[src/source/hci_pkg.sv]
// Shared HCI queue types and register map; 32-bit single-word commands, 5-bit byte addresses
`default_nettype none

package hci_pkg;

  typedef logic [31:0] csr_data_t;
  typedef logic [4:0]  csr_addr_t;
  typedef logic [7:0]  thld_t;
  typedef logic [7:0]  depth_t;

  // Register window
  localparam csr_addr_t CmdPortAddr     = 5'h00;
  localparam csr_addr_t RespPortAddr    = 5'h04;
  localparam csr_addr_t ThldCtrlAddr    = 5'h08;
  localparam csr_addr_t QueueStatusAddr = 5'h0C;
  localparam csr_addr_t ResetCtrlAddr   = 5'h10;

  // Soft reset bits in ResetCtrlAddr
  localparam int unsigned CmdRstBit  = 1;
  localparam int unsigned RespRstBit = 2;

  localparam int unsigned DefaultQueueDepth = 16;

  typedef struct packed {
    thld_t thld;
    logic  soft_rst;
  } queue_cfg_t;

  typedef struct packed {
    depth_t depth;
    logic   empty;
    logic   full;
    logic   thld_trig;
  } queue_status_t;

endpackage

`default_nettype wire
[src/source/hci_queues_top.sv]
// HCI command and response queues behind Wishbone classic; QueueDepth is a power of two, 2 to 128
`timescale 1ns/1ps
`default_nettype none

module hci_queues_top #(
  parameter int unsigned QueueDepth = hci_pkg::DefaultQueueDepth
) (
  input  logic               clk_i,
  input  logic               arst_n_i,

  input  logic               wb_cyc_i,
  input  logic               wb_stb_i,
  input  logic               wb_we_i,
  input  hci_pkg::csr_addr_t wb_adr_i,
  input  hci_pkg::csr_data_t wb_dat_i,
  output hci_pkg::csr_data_t wb_dat_o,
  output logic               wb_ack_o,

  output logic               hci_cmd_rvalid_o,
  input  logic               hci_cmd_rready_i,
  output hci_pkg::csr_data_t hci_cmd_rdata_o,
  output logic               hci_cmd_ready_thld_trig_o,
  output logic               hci_cmd_empty_o,

  input  logic               hci_resp_wvalid_i,
  output logic               hci_resp_wready_o,
  input  hci_pkg::csr_data_t hci_resp_wdata_i,
  output logic               hci_resp_ready_thld_trig_o,
  output logic               hci_resp_full_o
);

  hci_pkg::queue_cfg_t    cmd_cfg;
  hci_pkg::queue_cfg_t    resp_cfg;
  hci_pkg::queue_status_t cmd_status;
  hci_pkg::queue_status_t resp_status;
  logic                   cmd_push;
  hci_pkg::csr_data_t     cmd_wdata;
  logic                   resp_pop;
  hci_pkg::csr_data_t     resp_rdata;

  hci_queue_csr u_csr (
    .clk_i         (clk_i),
    .arst_n_i      (arst_n_i),
    .wb_cyc_i      (wb_cyc_i),
    .wb_stb_i      (wb_stb_i),
    .wb_we_i       (wb_we_i),
    .wb_adr_i      (wb_adr_i),
    .wb_dat_i      (wb_dat_i),
    .wb_dat_o      (wb_dat_o),
    .wb_ack_o      (wb_ack_o),
    .cmd_cfg_o     (cmd_cfg),
    .cmd_status_i  (cmd_status),
    .cmd_push_o    (cmd_push),
    .cmd_wdata_o   (cmd_wdata),
    .resp_cfg_o    (resp_cfg),
    .resp_status_i (resp_status),
    .resp_pop_o    (resp_pop),
    .resp_rdata_i  (resp_rdata)
  );

  // Engine pops only take effect while the queue is not empty
  hci_queue #(.QueueDepth(QueueDepth)) u_cmd_queue (
    .clk_i       (clk_i),
    .arst_n_i    (arst_n_i),
    .cfg_i       (cmd_cfg),
    .push_i      (cmd_push),
    .push_data_i (cmd_wdata),
    .pop_i       (hci_cmd_rready_i),
    .head_data_o (hci_cmd_rdata_o),
    .status_o    (cmd_status)
  );

  // Engine pushes are dropped while full
  hci_queue #(.QueueDepth(QueueDepth)) u_resp_queue (
    .clk_i       (clk_i),
    .arst_n_i    (arst_n_i),
    .cfg_i       (resp_cfg),
    .push_i      (hci_resp_wvalid_i),
    .push_data_i (hci_resp_wdata_i),
    .pop_i       (resp_pop),
    .head_data_o (resp_rdata),
    .status_o    (resp_status)
  );

  assign hci_cmd_rvalid_o           = ~cmd_status.empty;
  assign hci_cmd_empty_o            = cmd_status.empty;
  assign hci_cmd_ready_thld_trig_o  = cmd_status.thld_trig;
  assign hci_resp_wready_o          = ~resp_status.full;
  assign hci_resp_full_o            = resp_status.full;
  assign hci_resp_ready_thld_trig_o = resp_status.thld_trig;

endmodule

`default_nettype wire

[src/source/hci_queue_csr.sv]
// Wishbone classic register block; one-cycle ack, command writes to a full queue stall until space
`timescale 1ns/1ps
`default_nettype none

module hci_queue_csr (
  input  logic                   clk_i,
  input  logic                   arst_n_i,

  input  logic                   wb_cyc_i,
  input  logic                   wb_stb_i,
  input  logic                   wb_we_i,
  input  hci_pkg::csr_addr_t     wb_adr_i,
  input  hci_pkg::csr_data_t     wb_dat_i,
  output hci_pkg::csr_data_t     wb_dat_o,
  output logic                   wb_ack_o,

  output hci_pkg::queue_cfg_t    cmd_cfg_o,
  input  hci_pkg::queue_status_t cmd_status_i,
  output logic                   cmd_push_o,
  output hci_pkg::csr_data_t     cmd_wdata_o,

  output hci_pkg::queue_cfg_t    resp_cfg_o,
  input  hci_pkg::queue_status_t resp_status_i,
  output logic                   resp_pop_o,
  input  hci_pkg::csr_data_t     resp_rdata_i
);

  logic               req;
  logic               stall;
  logic               accept;
  logic               wr_en;
  logic               rd_en;
  logic               ack_q;
  hci_pkg::thld_t     cmd_thld_q;
  hci_pkg::thld_t     resp_thld_q;
  logic               cmd_rst_q;
  logic               resp_rst_q;
  hci_pkg::csr_data_t rdata_d;
  hci_pkg::csr_data_t rdata_q;

  // No new request while the previous ack is out
  assign req = wb_cyc_i & wb_stb_i & ~ack_q;

  // Back-pressure on a full command queue
  assign stall  = req & wb_we_i & (wb_adr_i == hci_pkg::CmdPortAddr) & cmd_status_i.full;
  assign accept = req & ~stall;
  assign wr_en  = accept & wb_we_i;
  assign rd_en  = accept & ~wb_we_i;

  assign cmd_push_o  = wr_en & (wb_adr_i == hci_pkg::CmdPortAddr);
  assign cmd_wdata_o = wb_dat_i;
  assign resp_pop_o  = rd_en & (wb_adr_i == hci_pkg::RespPortAddr) & ~resp_status_i.empty;

  always_ff @(posedge clk_i or negedge arst_n_i) begin
    if (!arst_n_i) begin
      ack_q       <= 1'b0;
      cmd_thld_q  <= hci_pkg::thld_t'(1);
      resp_thld_q <= hci_pkg::thld_t'(1);
      cmd_rst_q   <= 1'b0;
      resp_rst_q  <= 1'b0;
    end else begin
      ack_q <= accept;
      if (wr_en && (wb_adr_i == hci_pkg::ThldCtrlAddr)) begin
        cmd_thld_q  <= wb_dat_i[7:0];
        resp_thld_q <= wb_dat_i[15:8];
      end
      // One-cycle pulses that clear the queues on the following edge
      cmd_rst_q  <= wr_en & (wb_adr_i == hci_pkg::ResetCtrlAddr)
                    & wb_dat_i[hci_pkg::CmdRstBit];
      resp_rst_q <= wr_en & (wb_adr_i == hci_pkg::ResetCtrlAddr)
                    & wb_dat_i[hci_pkg::RespRstBit];
    end
  end

  // Unmapped and write-only locations read as zero
  always_comb begin
    rdata_d = '0;
    case (wb_adr_i)
      hci_pkg::RespPortAddr: begin
        if (!resp_status_i.empty) begin
          rdata_d = resp_rdata_i;
        end
      end
      hci_pkg::ThldCtrlAddr: begin
        rdata_d[7:0]  = cmd_thld_q;
        rdata_d[15:8] = resp_thld_q;
      end
      hci_pkg::QueueStatusAddr: begin
        rdata_d[7:0]  = cmd_status_i.depth;
        rdata_d[15:8] = resp_status_i.depth;
        rdata_d[16]   = cmd_status_i.thld_trig;
        rdata_d[17]   = resp_status_i.thld_trig;
        rdata_d[18]   = cmd_status_i.empty;
        rdata_d[19]   = resp_status_i.full;
      end
      default: rdata_d = '0;
    endcase
  end

  always_ff @(posedge clk_i) begin
    if (rd_en) begin
      rdata_q <= rdata_d;
    end
  end

  assign wb_ack_o = ack_q;
  assign wb_dat_o = rdata_q;

  always_comb begin
    cmd_cfg_o.thld      = cmd_thld_q;
    cmd_cfg_o.soft_rst  = cmd_rst_q;
    resp_cfg_o.thld     = resp_thld_q;
    resp_cfg_o.soft_rst = resp_rst_q;
  end

endmodule

`default_nettype wire

[src/source/hci_queue.sv]
// FWFT queue; QueueDepth a power of two, 2 to 128; full pushes and empty pops are ignored
`timescale 1ns/1ps
`default_nettype none

module hci_queue #(
  parameter int unsigned QueueDepth = hci_pkg::DefaultQueueDepth
) (
  input  logic                   clk_i,
  input  logic                   arst_n_i,
  input  hci_pkg::queue_cfg_t    cfg_i,
  input  logic                   push_i,
  input  hci_pkg::csr_data_t     push_data_i,
  input  logic                   pop_i,
  output hci_pkg::csr_data_t     head_data_o,
  output hci_pkg::queue_status_t status_o
);

  localparam int unsigned PtrWidth = $clog2(QueueDepth);

  hci_pkg::csr_data_t  mem_q [QueueDepth];
  logic [PtrWidth-1:0] wr_ptr_q;
  logic [PtrWidth-1:0] rd_ptr_q;
  hci_pkg::depth_t     depth_q;
  hci_pkg::thld_t      thld_eff;
  logic                empty;
  logic                full;
  logic                do_push;
  logic                do_pop;

  assign empty   = (depth_q == '0);
  assign full    = (depth_q == hci_pkg::depth_t'(QueueDepth));
  assign do_push = push_i & ~full;
  assign do_pop  = pop_i & ~empty;

  // Zero threshold behaves as one
  assign thld_eff = (cfg_i.thld == '0) ? hci_pkg::thld_t'(1) : cfg_i.thld;

  always_ff @(posedge clk_i or negedge arst_n_i) begin
    if (!arst_n_i) begin
      wr_ptr_q <= '0;
      rd_ptr_q <= '0;
      depth_q  <= '0;
    end else if (cfg_i.soft_rst) begin
      wr_ptr_q <= '0;
      rd_ptr_q <= '0;
      depth_q  <= '0;
    end else begin
      if (do_push) begin
        wr_ptr_q <= wr_ptr_q + 1'b1;
      end
      if (do_pop) begin
        rd_ptr_q <= rd_ptr_q + 1'b1;
      end
      // Simultaneous push and pop keeps the depth
      case ({do_push, do_pop})
        2'b10:   depth_q <= depth_q + 1'b1;
        2'b01:   depth_q <= depth_q - 1'b1;
        default: depth_q <= depth_q;
      endcase
    end
  end

  // Storage
  always_ff @(posedge clk_i) begin
    if (do_push) begin
      mem_q[wr_ptr_q] <= push_data_i;
    end
  end

  // Head is valid only while not empty
  assign head_data_o = mem_q[rd_ptr_q];

  always_comb begin
    status_o.depth     = depth_q;
    status_o.empty     = empty;
    status_o.full      = full;
    status_o.thld_trig = (depth_q >= thld_eff);
  end

endmodule

`default_nettype wire

[config.mk]
export PLATFORM = sky130hd
export DESIGN_NAME = hci_queues_top
export DESIGN_NICKNAME = d
export VERILOG_FILES = /design/src/source/hci_pkg.sv /design/src/source/hci_queues_top.sv /design/src/source/hci_queue_csr.sv /design/src/source/hci_queue.sv
export SDC_FILE = /design/constraint.sdc
export NUM_CORES = 1
export LEC_CHECK = 0
export BUFFER_PORTS_ARGS = -buffer_cell sky130_fd_sc_hd__buf_4
export CORE_ASPECT_RATIO = 1.2
export CORE_MARGIN = 2
export CORE_UTILIZATION = 65
export CTS_CLUSTER_DIAMETER = 60
export DETAILED_ROUTE_END_ITERATION = 7
export PLACE_DENSITY_LB_ADDON = 0.2
export SLEW_MARGIN = 20
export SYNTH_ARGS = -nofsm -noshare
export SYNTH_HDL_FRONTEND = slang
export SYNTH_SLANG_ARGS = --single-unit
[constraint.sdc]
create_clock -name clk_i -period 8.2 [get_ports clk_i]
set_input_delay 1.23 -clock clk_i [delete_from_list [all_inputs] [get_ports clk_i]]
set_output_delay 1.23 -clock clk_i [all_outputs]
set_load 0.005 [all_outputs]
; Word-level counts from Yosys, hierarchy flattened
; Memories as Yosys holds them, arrays and structs flattened.
; Cells that the tools add are included.
; Widths: inputs -> output; s select.
[op_classes]
muxes = 21
eq_ne = 10
addsub = 8
order_cmp = 2
reduce_logical = 13
bitwise = 26
[op_table]
columns = op, count
row1 = $pmux 16 s3, 1
row2 = $logic_not 8->1, 4
row3 = $mux 4, 8
row4 = $mux 8, 4
row5 = $pmux 8 s2, 2
row6 = $mux 20, 1
row7 = $and 1x1->1, 18
row8 = $add 4x1->4 const B, 4
row9 = $add 8x1->8 const B, 2
row10 = $eq 8x5->1 const B, 2
row11 = $ge 8x8->1, 2
row12 = $sub 8x1->8 const B, 2
row13 = $eq 5x4->1 const B, 2
row14 = $not 1->1, 8
row15 = $pmux 4 s2, 1
row16 = $reduce_bool 2->1, 4
row17 = $reduce_bool 3->1, 2
row18 = $eq 5x3->1 const B, 1
row19 = $eq 5x5->1 const B, 1
row20 = $logic_not 5->1, 1
row21 = $eq 2x1->1 const B, 2
row22 = $eq 2x2->1 const B, 2
row23 = $mux 1, 4
row24 = $reduce_or 2->1, 1
row25 = $logic_and 1x1->1, 1
[totals]
ramBits = 1024
output_inout_bits = 71
input_bits = 76
mem_count = 2
regBits = 83
word_cells = 95
[mem_list]
columns = name, depth, word_bits, rd, rd_ports_with_merged_regs, write_ports, line
row1 = u_cmd_queue.mem_q, 16, 32, 1, 0, 1, hci_queue.sv:20  ; hci_pkg::csr_data_t mem_q [QueueDepth];
row2 = u_resp_queue.mem_q, 16, 32, 1, 0, 1, hci_queue.sv:20

; Depth between registers and ports, before layout
; Gate-level depths: netlist (run 1).
[logic_depth]
word_depth = 14
mapped_depth = 11
mapped_depth_nobuf = 10

; By module
; From an unflattened synthesis (run 1), not the netlist that was laid out.
[unflattened]
hier_cells = 1947
area_unflattened_um2 = 43718.2
[by_module_without_submodules]
columns = mod, cells_per_inst, instances, area_per_inst_um2, seq_area_each_um2
row1 = hci_queue (u_cmd_queue), 876, 1, 20623.5, 15775.1
row2 = hci_queue (u_resp_queue), 875, 1, 20582.2, 15775.1
row3 = hci_queue_csr, 194, 1, 2504.9, 1438.9
row4 = hci_queues_top, 2, 1, 7.5, 0.0

; Worst setup path after synthesis (run 1)
; Ideal clock, no wire load.
[synth_path]
path_type = input -> register
startpoint = input hci_resp_wvalid_i
endpoint = memory u_resp_queue.mem_q[3][0] (netlist bit) (enable)
slack_ns = 3.301
cell_stages = 2
path_buffers = 0
setup_ns = 0.501
arrival_time_ns = 4.398
required_time_ns = 7.699
path_cell_list = o31ai_4 > nor4_1
[synth_via]
elab_chain_len = 3
[synth_rtl]
columns = item, line
row1 = start: declaration, hci_queues_top.sv:25  ; input logic hci_resp_wvalid_i,
row2 = $and 1x1->1, hci_queue.sv:32  ; assign do_push = push_i & ~full;
row3 = $mux 1, hci_queue.sv:65  ; if (do_push) begin
row4 = $mux 1 (implied by the code), hci_queue.sv:66  ; mem_q[wr_ptr_q] <= push_data_i;
row5 = end: declaration, hci_queue.sv:20
; Every way passes these cells.

; Worst setup path after layout (run 1)
[layout_path]
startpoint = register u_cmd_queue.rd_ptr_q[1]
endpoint = output hci_cmd_rdata_o[1]
[layout_via]
elab_chain_len = 1
[layout_rtl]
columns = item, line
row1 = start: declaration, hci_queue.sv:22  ; logic [PtrWidth-1:0] rd_ptr_q;
row2 = start signal: assignment, hci_queue.sv:52  ; rd_ptr_q <= rd_ptr_q + 1'b1;
row3 = $mem_v2 16x32, -
row4 = end: declaration, hci_queues_top.sv:21  ; output hci_pkg::csr_data_t hci_cmd_rdata_o,
; Every way passes these cells.

==> results of run 1 <==
[layer usage]
layer | track usage [%] | up-vias | part of all wire [%]
met3 | 5.30 | 194 | 7.2
met4 | 9.59 | 16 | 2.8
met5 | 0 | - | 0.10
met2 | 49.1 | 906 | 54
met1 | 36.2 | 10800 | 36
li1 | - | 8398 | -
[cells by family (layout without fill, tap and decap cells)]
| logic type | count (synthesis) | after routing | share of synthesized area, % |
|---|---|---|---|
| and+or+nand+nor | 202 | 202 | 2.51 |
| xor gates and xnor gates | 23 | 23 | 0.466 |
| other | 0 | 4 | 0 |
| DFF | 1107 | 1107 | 76.4 |
| AOI/OAI and AO/OA | 67 | 67 | 1.12 |
| muxes | 345 | 345 | 17.3 |
| buffers and inverters | 130 | 389 | 1.22 |
| adders and majority gates | 34 | 34 | 1.00 |
[flip-flops by register name, indices dropped and copies added (netlist names)]
signal	flops
u_cmd_queue.mem_q	512
u_cmd_queue.depth_q	8
u_resp_queue.wr_ptr_q	4
u_cmd_queue.rd_ptr_q	4
u_resp_queue.depth_q	8
u_csr.cmd_thld_q	8
u_csr.cmd_rst_q	1
u_csr.resp_thld_q	8
u_csr.resp_rst_q	1
u_csr.wb_ack_o	1
u_resp_queue.mem_q	512
u_csr.wb_dat_o	32
u_resp_queue.rd_ptr_q	4
u_cmd_queue.wr_ptr_q	4
[power by group through the flow]
stage | sequential, mW | combinational [mW] | clock (mW)
floorplan | 6.71 | 1.88 | 0
global placement | 6.98 | 2.45 | 0
detailed placement | 7.00 | 2.51 | 0
CTS | 6.90 | 2.54 | 4.79
global route | 6.93 | 2.67 | 4.99
finish | 6.89 | 2.50 | 4.73
[area by class of cell]
cell class	count	area, um^2	share of cell area [%]
flip-flops and latches	1107	33000	67.9
multi-input cells	671	9740	20.0
clock buffers	129	2720	5.60
repair buffers	173	1320	2.72
well taps	840	1050	2.16
clock inverters	58	626	1.29
inverters	29	109	0.224
diodes	4	10.0	0.0206
[critical path, delay by kind of cell (launching register included)]
family                 cells  cell delay (ns)
buffers and inverters      2             0.98
flip-flops                 1             1.04
multiplexers               2             0.95
[per-stage QoR]
step                      hold slack [ns]  area, um^2  power (mW)
after floorplan                     0.488       43200        8.59
after global placement              0.516       45200        9.43
after detailed placement            0.518       45200        9.52
after CTS                           0.545       48600        14.2
after global routing                0.568       48600        14.6
final                               0.549       48600        14.1
[worst max path at each step]
stage	to	startpoint	depth (start not counted)	slack [ns]
final	hci_cmd_rdata_o[1]	u_cmd_queue.rd_ptr_q[1]$_DFFE_PN0P_	4	3.19
after global routing	hci_cmd_rdata_o[1]	u_cmd_queue.rd_ptr_q[0]$_DFFE_PN0P_	4	3.05
after CTS	hci_cmd_rdata_o[1]	u_cmd_queue.rd_ptr_q[0]$_DFFE_PN0P_	4	3.18
after detailed placement	u_cmd_queue.mem_q[4][24]$_DFFE_PP_	wb_adr_i[2]	7	3.90
after global placement	hci_cmd_rdata_o[14]	u_cmd_queue.rd_ptr_q[0]$_DFFE_PN0P_	4	3.92
after floorplan	u_resp_queue.mem_q[3][0]$_DFFE_PP_	hci_resp_wvalid_i	2	3.30
[cells in the mapped netlist, types with 6 or more instances]
library cell and number:
a21oi_1 12, a22oi_1 19, and2_1 29, and3_1 22, and4_1 7, buf_1 17, buf_2 14, clkbuf_1 67
dfrtp_1 49, edfxtp_1 1056, ha_1 33, inv_1 29, mux2_1 10, mux2_2 6, mux2i_1 9, mux4_2 320
nand2_1 28, nand3_1 27, nor2_1 47, nor3_1 7, nor4_1 8, o21ai_0 6, xnor2_1 9, xor2_1 14
==> impl_metrics.ini, run 1 <==
[pwr]
seqPwrFrac_pct = 48.8
p_clk_share_pct = 33.5
p_sw_share_pct = 24.7
power_density_mw_per_mm2 = 291
p_sw_mw = 3.49
ir_worst_vdd_mv = 0.242
p_leak_nw = 15.8
p_comb_share_pct = 17.7
internal_power_mw = 10.6

[synth]
synthDistinctLibCells = 57
ys_ff_latch = 1107
syn_avg_cell_area_um2 = 22.6
yosysTopAreaCell = edfxtp_1
synthesis.instances = 1908
seq_area_frac_synth_pct = 76.4
synth.area.top_cells = edfxtp_1, mux4_2, dfrtp_1
synth-async-reset-ratio_pct = 4.61
synth_edf_count = 1056
synthFlopType = edfxtp_1
netlist_area_mm2 = 0.0432
synth_warnings = 0
synth_top_area_share_pct = 73.4
syn_nets = 2018

[timing]
tightestPinTransition_ns = 1.17
fin_worst_skew_ns = 0.0230
timing.final.max_slew_violations = 0
grt_setup_unrepaired = false
finalSetupViolCount = 0
fin_tns_setup_ns = 0
hold_violations = 0
max-slew-margin-rel_pct = 22.3
fin_ws_ns = 3.19
fin_crit_ns = 5.01
post-route-period-util_pct = 61.1
fmax_mhz = 200

[setup_path]
crit_chain = buf_4 -> mux4_2 -> mux4_2 -> buf_4
crit_path_start_kind = register
crit_type = reg -> out
r2r_cells = 11
r2r_start = u_resp_queue.depth_q[3]$_DFFE_PN0P_
critPathMaxStageDelay_ns = 1.04
r2r_slack_ns = 4.58
slowest_stage = dfrtp_4
cp-end-kind = output pin
worstPathArrival_ns = 3.78
r2r-end = u_resp_queue.depth_q[7]$_DFFE_PN0P_
worstPathRequired_ns = 6.97
worstPathMaxFanout = 68

[final_layout]
instances_no_fill = 3011
fillers = 3590
area_growth_pct = 12.5
fin_util_pct = 73.9
layout_common_cells = edfxtp_1, mux4_2, buf_4, clkbuf_16, nor2_1
final_common_cell = edfxtp_1
drive_above_1_share_pct = 32.4
nets = 2192

[floorplan]
num_rows = 103
dieHeight_um = 286
num_io_pins = 147
die_area_mm2 = 0.0685
die_w_um = 239
fp.coreArea_mm2 = 0.0657
start_util_pct = 65.7

[clocking]
tritoncts = yes
clk_latency_ns = 0.66
root_buffer = clkbuf_16
cts.reportedPaths.clkPinSlew_ns = 0.06
postCtsSetupRepairBufs = 0
numCtsBuffers = 100
clkSinkCount = 1107
clk_path_buf_depth = 3
hold_buffers = 0
htree_levels = 3
ctsResizeCount = 0

[routing]
detailroute.via_count = 20300
postRouteAntennaNets = 0
firstDrtPassIters = 6
wl_um = 93400
viasPerCell = 6.74
wire_per_inst_um = 31.0
drtIter0Drc = 2142
drc = 0

[global_route]
grt_usage_pct = 28.2
grt_pass1_vias = 21300
grt_max_degree = 87
overflow = 0
antenna_found_initial = 10
grt_pass1_wl_um = 138000

[worst_hold_path]
holdPathStages = 1
holdCritStartpoint = u_csr.resp_thld_q[3]$_DFFE_PN0P_
worstHoldPathType = reg -> reg
whs_endpoint = u_csr.resp_thld_q[3]$_DFFE_PN0P_

[placement]
detailed_place_hpwl_um = 48800
finalWeightedCongestion = 0.844
portBuffers = 146
dp_slack_ns = 3.90
placed_cells = 2820

[flow_run]
drv_cap = 0

[outcome]
status = finished clean
Power figures use the tool's default switching activity.
==> inputs of run 2 (changes only) <==
--- a/config.mk
+++ b/config.mk
@@ -8,7 +8,7 @@
 export BUFFER_PORTS_ARGS = -buffer_cell sky130_fd_sc_hd__buf_4
 export CORE_ASPECT_RATIO = 1.2
 export CORE_MARGIN = 2
-export CORE_UTILIZATION = 65
+export CORE_UTILIZATION = 62
 export CTS_CLUSTER_DIAMETER = 60
 export DETAILED_ROUTE_END_ITERATION = 7
 export PLACE_DENSITY_LB_ADDON = 0.2
==> constraint.sdc (replaced) <==
create_clock -name clk_i -period 4.65 [get_ports clk_i]
set_input_delay 0.6975 -clock clk_i [delete_from_list [all_inputs] [get_ports clk_i]]
set_output_delay 0.6975 -clock clk_i [all_outputs]
set_load 0.005 [all_outputs]
==> run 2 against run 1 <==
  * Sequential power up 76%
  * First-iteration DRC count down 9.2%
  * Highest routed layer unchanged
  * Core utilization down 3.5 points
  * Largest power group unchanged
  * Register-to-register slack worse by 3.5 ns
  * Sequential share of layout area down 0.39 points
  * Setup slack worse by 2.5 ns
  * Die area up 4.8%
  * Flip-flop and latch count unchanged
  * Clock-buffer cell count up 1
  * Cell area up 0.57%
  * Largest cell class unchanged
  * Final cell count up 3.6%
==> impl_metrics.ini, run 2 (synthesis gave the netlist of run 1 again) <==
[timing]
tightestPinTransition_ns = 1.10
fmax_mhz = 250
fin_tns_setup_ns = 0
fin_worst_skew_ns = 0.0248
max-slew-margin-rel_pct = 26.5
finalSetupViolCount = 0
timing.final.max_slew_violations = 0
fin_ws_ns = 0.643
hold_violations = 0
fin_crit_ns = 4.01
post-route-period-util_pct = 86.2
grt_setup_unrepaired = false

[global_route]
grt_max_degree = 62
grt_pass1_vias = 21500
overflow = 0
antenna_found_initial = 3
grt_pass1_wl_um = 142000
grt_usage_pct = 27.4

[floorplan]
fp.coreArea_mm2 = 0.0694
die_area_mm2 = 0.0718
num_rows = 106
num_io_pins = 147
start_util_pct = 62.3
die_w_um = 245
dieHeight_um = 293

[pwr]
internal_power_mw = 18.7
ir_worst_vdd_mv = 0.405
p_sw_mw = 6.27
p_leak_nw = 15.9
seqPwrFrac_pct = 48.6
p_clk_share_pct = 33.0
p_comb_share_pct = 18.4
power_density_mw_per_mm2 = 511
p_sw_share_pct = 25.1

[placement]
finalWeightedCongestion = 0.842
portBuffers = 146
dp_slack_ns = 0.831
detailed_place_hpwl_um = 54800

[final_layout]
final_common_cell = edfxtp_1
layout_common_cells = edfxtp_1, mux4_2, buf_4, clkbuf_16, nor2_1
drive_above_1_share_pct = 32.7
nets = 2222
area_growth_pct = 13.1
fillers = 3995

[clocking]
root_buffer = clkbuf_16
cts.reportedPaths.clkPinSlew_ns = 0.07
clk_path_buf_depth = 3
numCtsBuffers = 101
tritoncts = yes
postCtsSetupRepairBufs = 0
clkSinkCount = 1107
ctsResizeCount = 0
clk_latency_ns = 0.66
hold_buffers = 0
htree_levels = 3

[setup_path]
cp-end-kind = output pin
cp-startpoint = u_cmd_queue.rd_ptr_q[0]$_DFFE_PN0P_
worstPathMaxFanout = 33
crit_path_start_kind = register
crit_path_end = hci_cmd_rdata_o[2]
r2r-end = u_resp_queue.depth_q[7]$_DFFE_PN0P_
r2r_cells = 11
r2r_start = u_resp_queue.depth_q[3]$_DFFE_PN0P_
r2r_slack_ns = 1.06
worstPathArrival_ns = 3.31
crit_type = reg -> out
worstPathRequired_ns = 3.95

[worst_hold_path]
worstHoldPathType = in -> async

[routing]
postRouteAntennaNets = 0
wl_met2_um = 50500
detailroute.via_count = 20400
top_layer = met5
viasPerCell = 6.54
drtIter0Drc = 1945
met3_length_um = 6260
firstDrtPassIters = 8
drc = 0
wl_um = 94700
wl_met1_um = 34800
wire_per_inst_um = 30.3

[flow_run]
drv_cap = 0

[outcome]
status = finished clean
run 2: cell count changes in the layout (fill, tap and decap cells not counted), sizes merged:
cell,delta
buf,+29
clkinv,+8
clkinvlp,-4
inv,-2
bufinv,-1
clkbuf,+1
run 2: how the worst min path moves through the flow:
| stage | cells past startpoint | end | from |
|---|---|---|---|
| final | 1 | u_csr.resp_thld_q[1]$_DFFE_PN0P_ | arst_n_i |
| after CTS | 1 | u_csr.resp_thld_q[1]$_DFFE_PN0P_ | arst_n_i |
| after global routing | 1 | u_csr.resp_thld_q[1]$_DFFE_PN0P_ | arst_n_i |
| after detailed placement | 1 | u_csr.cmd_thld_q[5]$_DFFE_PN0P_ | u_csr.cmd_thld_q[5]$_DFFE_PN0P_ |
| after floorplan | 0 | u_cmd_queue.depth_q[0]$_DFFE_PN0P_ | arst_n_i |
| after global placement | 1 | u_csr.resp_thld_q[6]$_DFFE_PN0P_ | u_csr.resp_thld_q[6]$_DFFE_PN0P_ |
run 2: critical path, stage by stage (launching register included):
cell and delay, ns:
dfrtp_4 0.92, buf_4 0.44, mux4_2 0.58, mux4_2 0.54, buf_4 0.16
run 2: power by group through the flow:
stage                     combinational (mW)  sequential, mW  clock, mW
final                                   4.60            12.1       8.24
after global routing                    4.91            12.2       8.72
after CTS                               4.68            12.1       8.34
after detailed placement                4.65            12.3          0
after global placement                  4.57            12.3          0
after floorplan                         3.31            11.8          0
run 2: per-layer routing:
metal | vias to the layer above | global-route usage [%]
met3 | 181 | 4.11
met4 | 2 | 9.67
met5 | - | 0
li1 | 8476 | -
met1 | 10900 | 35.6
met2 | 864 | 47.7
run 2: area by class of cell:
cell class	instances	area, um^2	area share (%)
Sequential cell	1107	33000	67.5
Timing Repair Buffer	202	1570	3.21
Inverter	29	109	0.223
Multi-Input combinational cell	671	9730	19.9
Tap cell	918	1150	2.35
Clock inverter	59	593	1.21
Antenna cell	4	10.0	0.0205
Clock buffer	130	2700	5.53
run 2: through the flow:
| stage | utilization (%) | hold WS, ns | area (um^2) | power [mW] | cells |
|---|---|---|---|---|---|
| floorplan | - | 0.402 | 43200 | 15.1 | 1908 |
| global placement | 65.7 | 0.525 | 45600 | 16.9 | 2927 |
| detailed placement | 65.7 | 0.529 | 45600 | 17.0 | 2927 |
| CTS | 70.4 | 0.101 | 48900 | 25.2 | 3116 |
| global route | 70.4 | 0.139 | 48900 | 25.8 | 3117 |
| finish | 70.5 | 0.0843 | 48900 | 25.0 | 3120 |
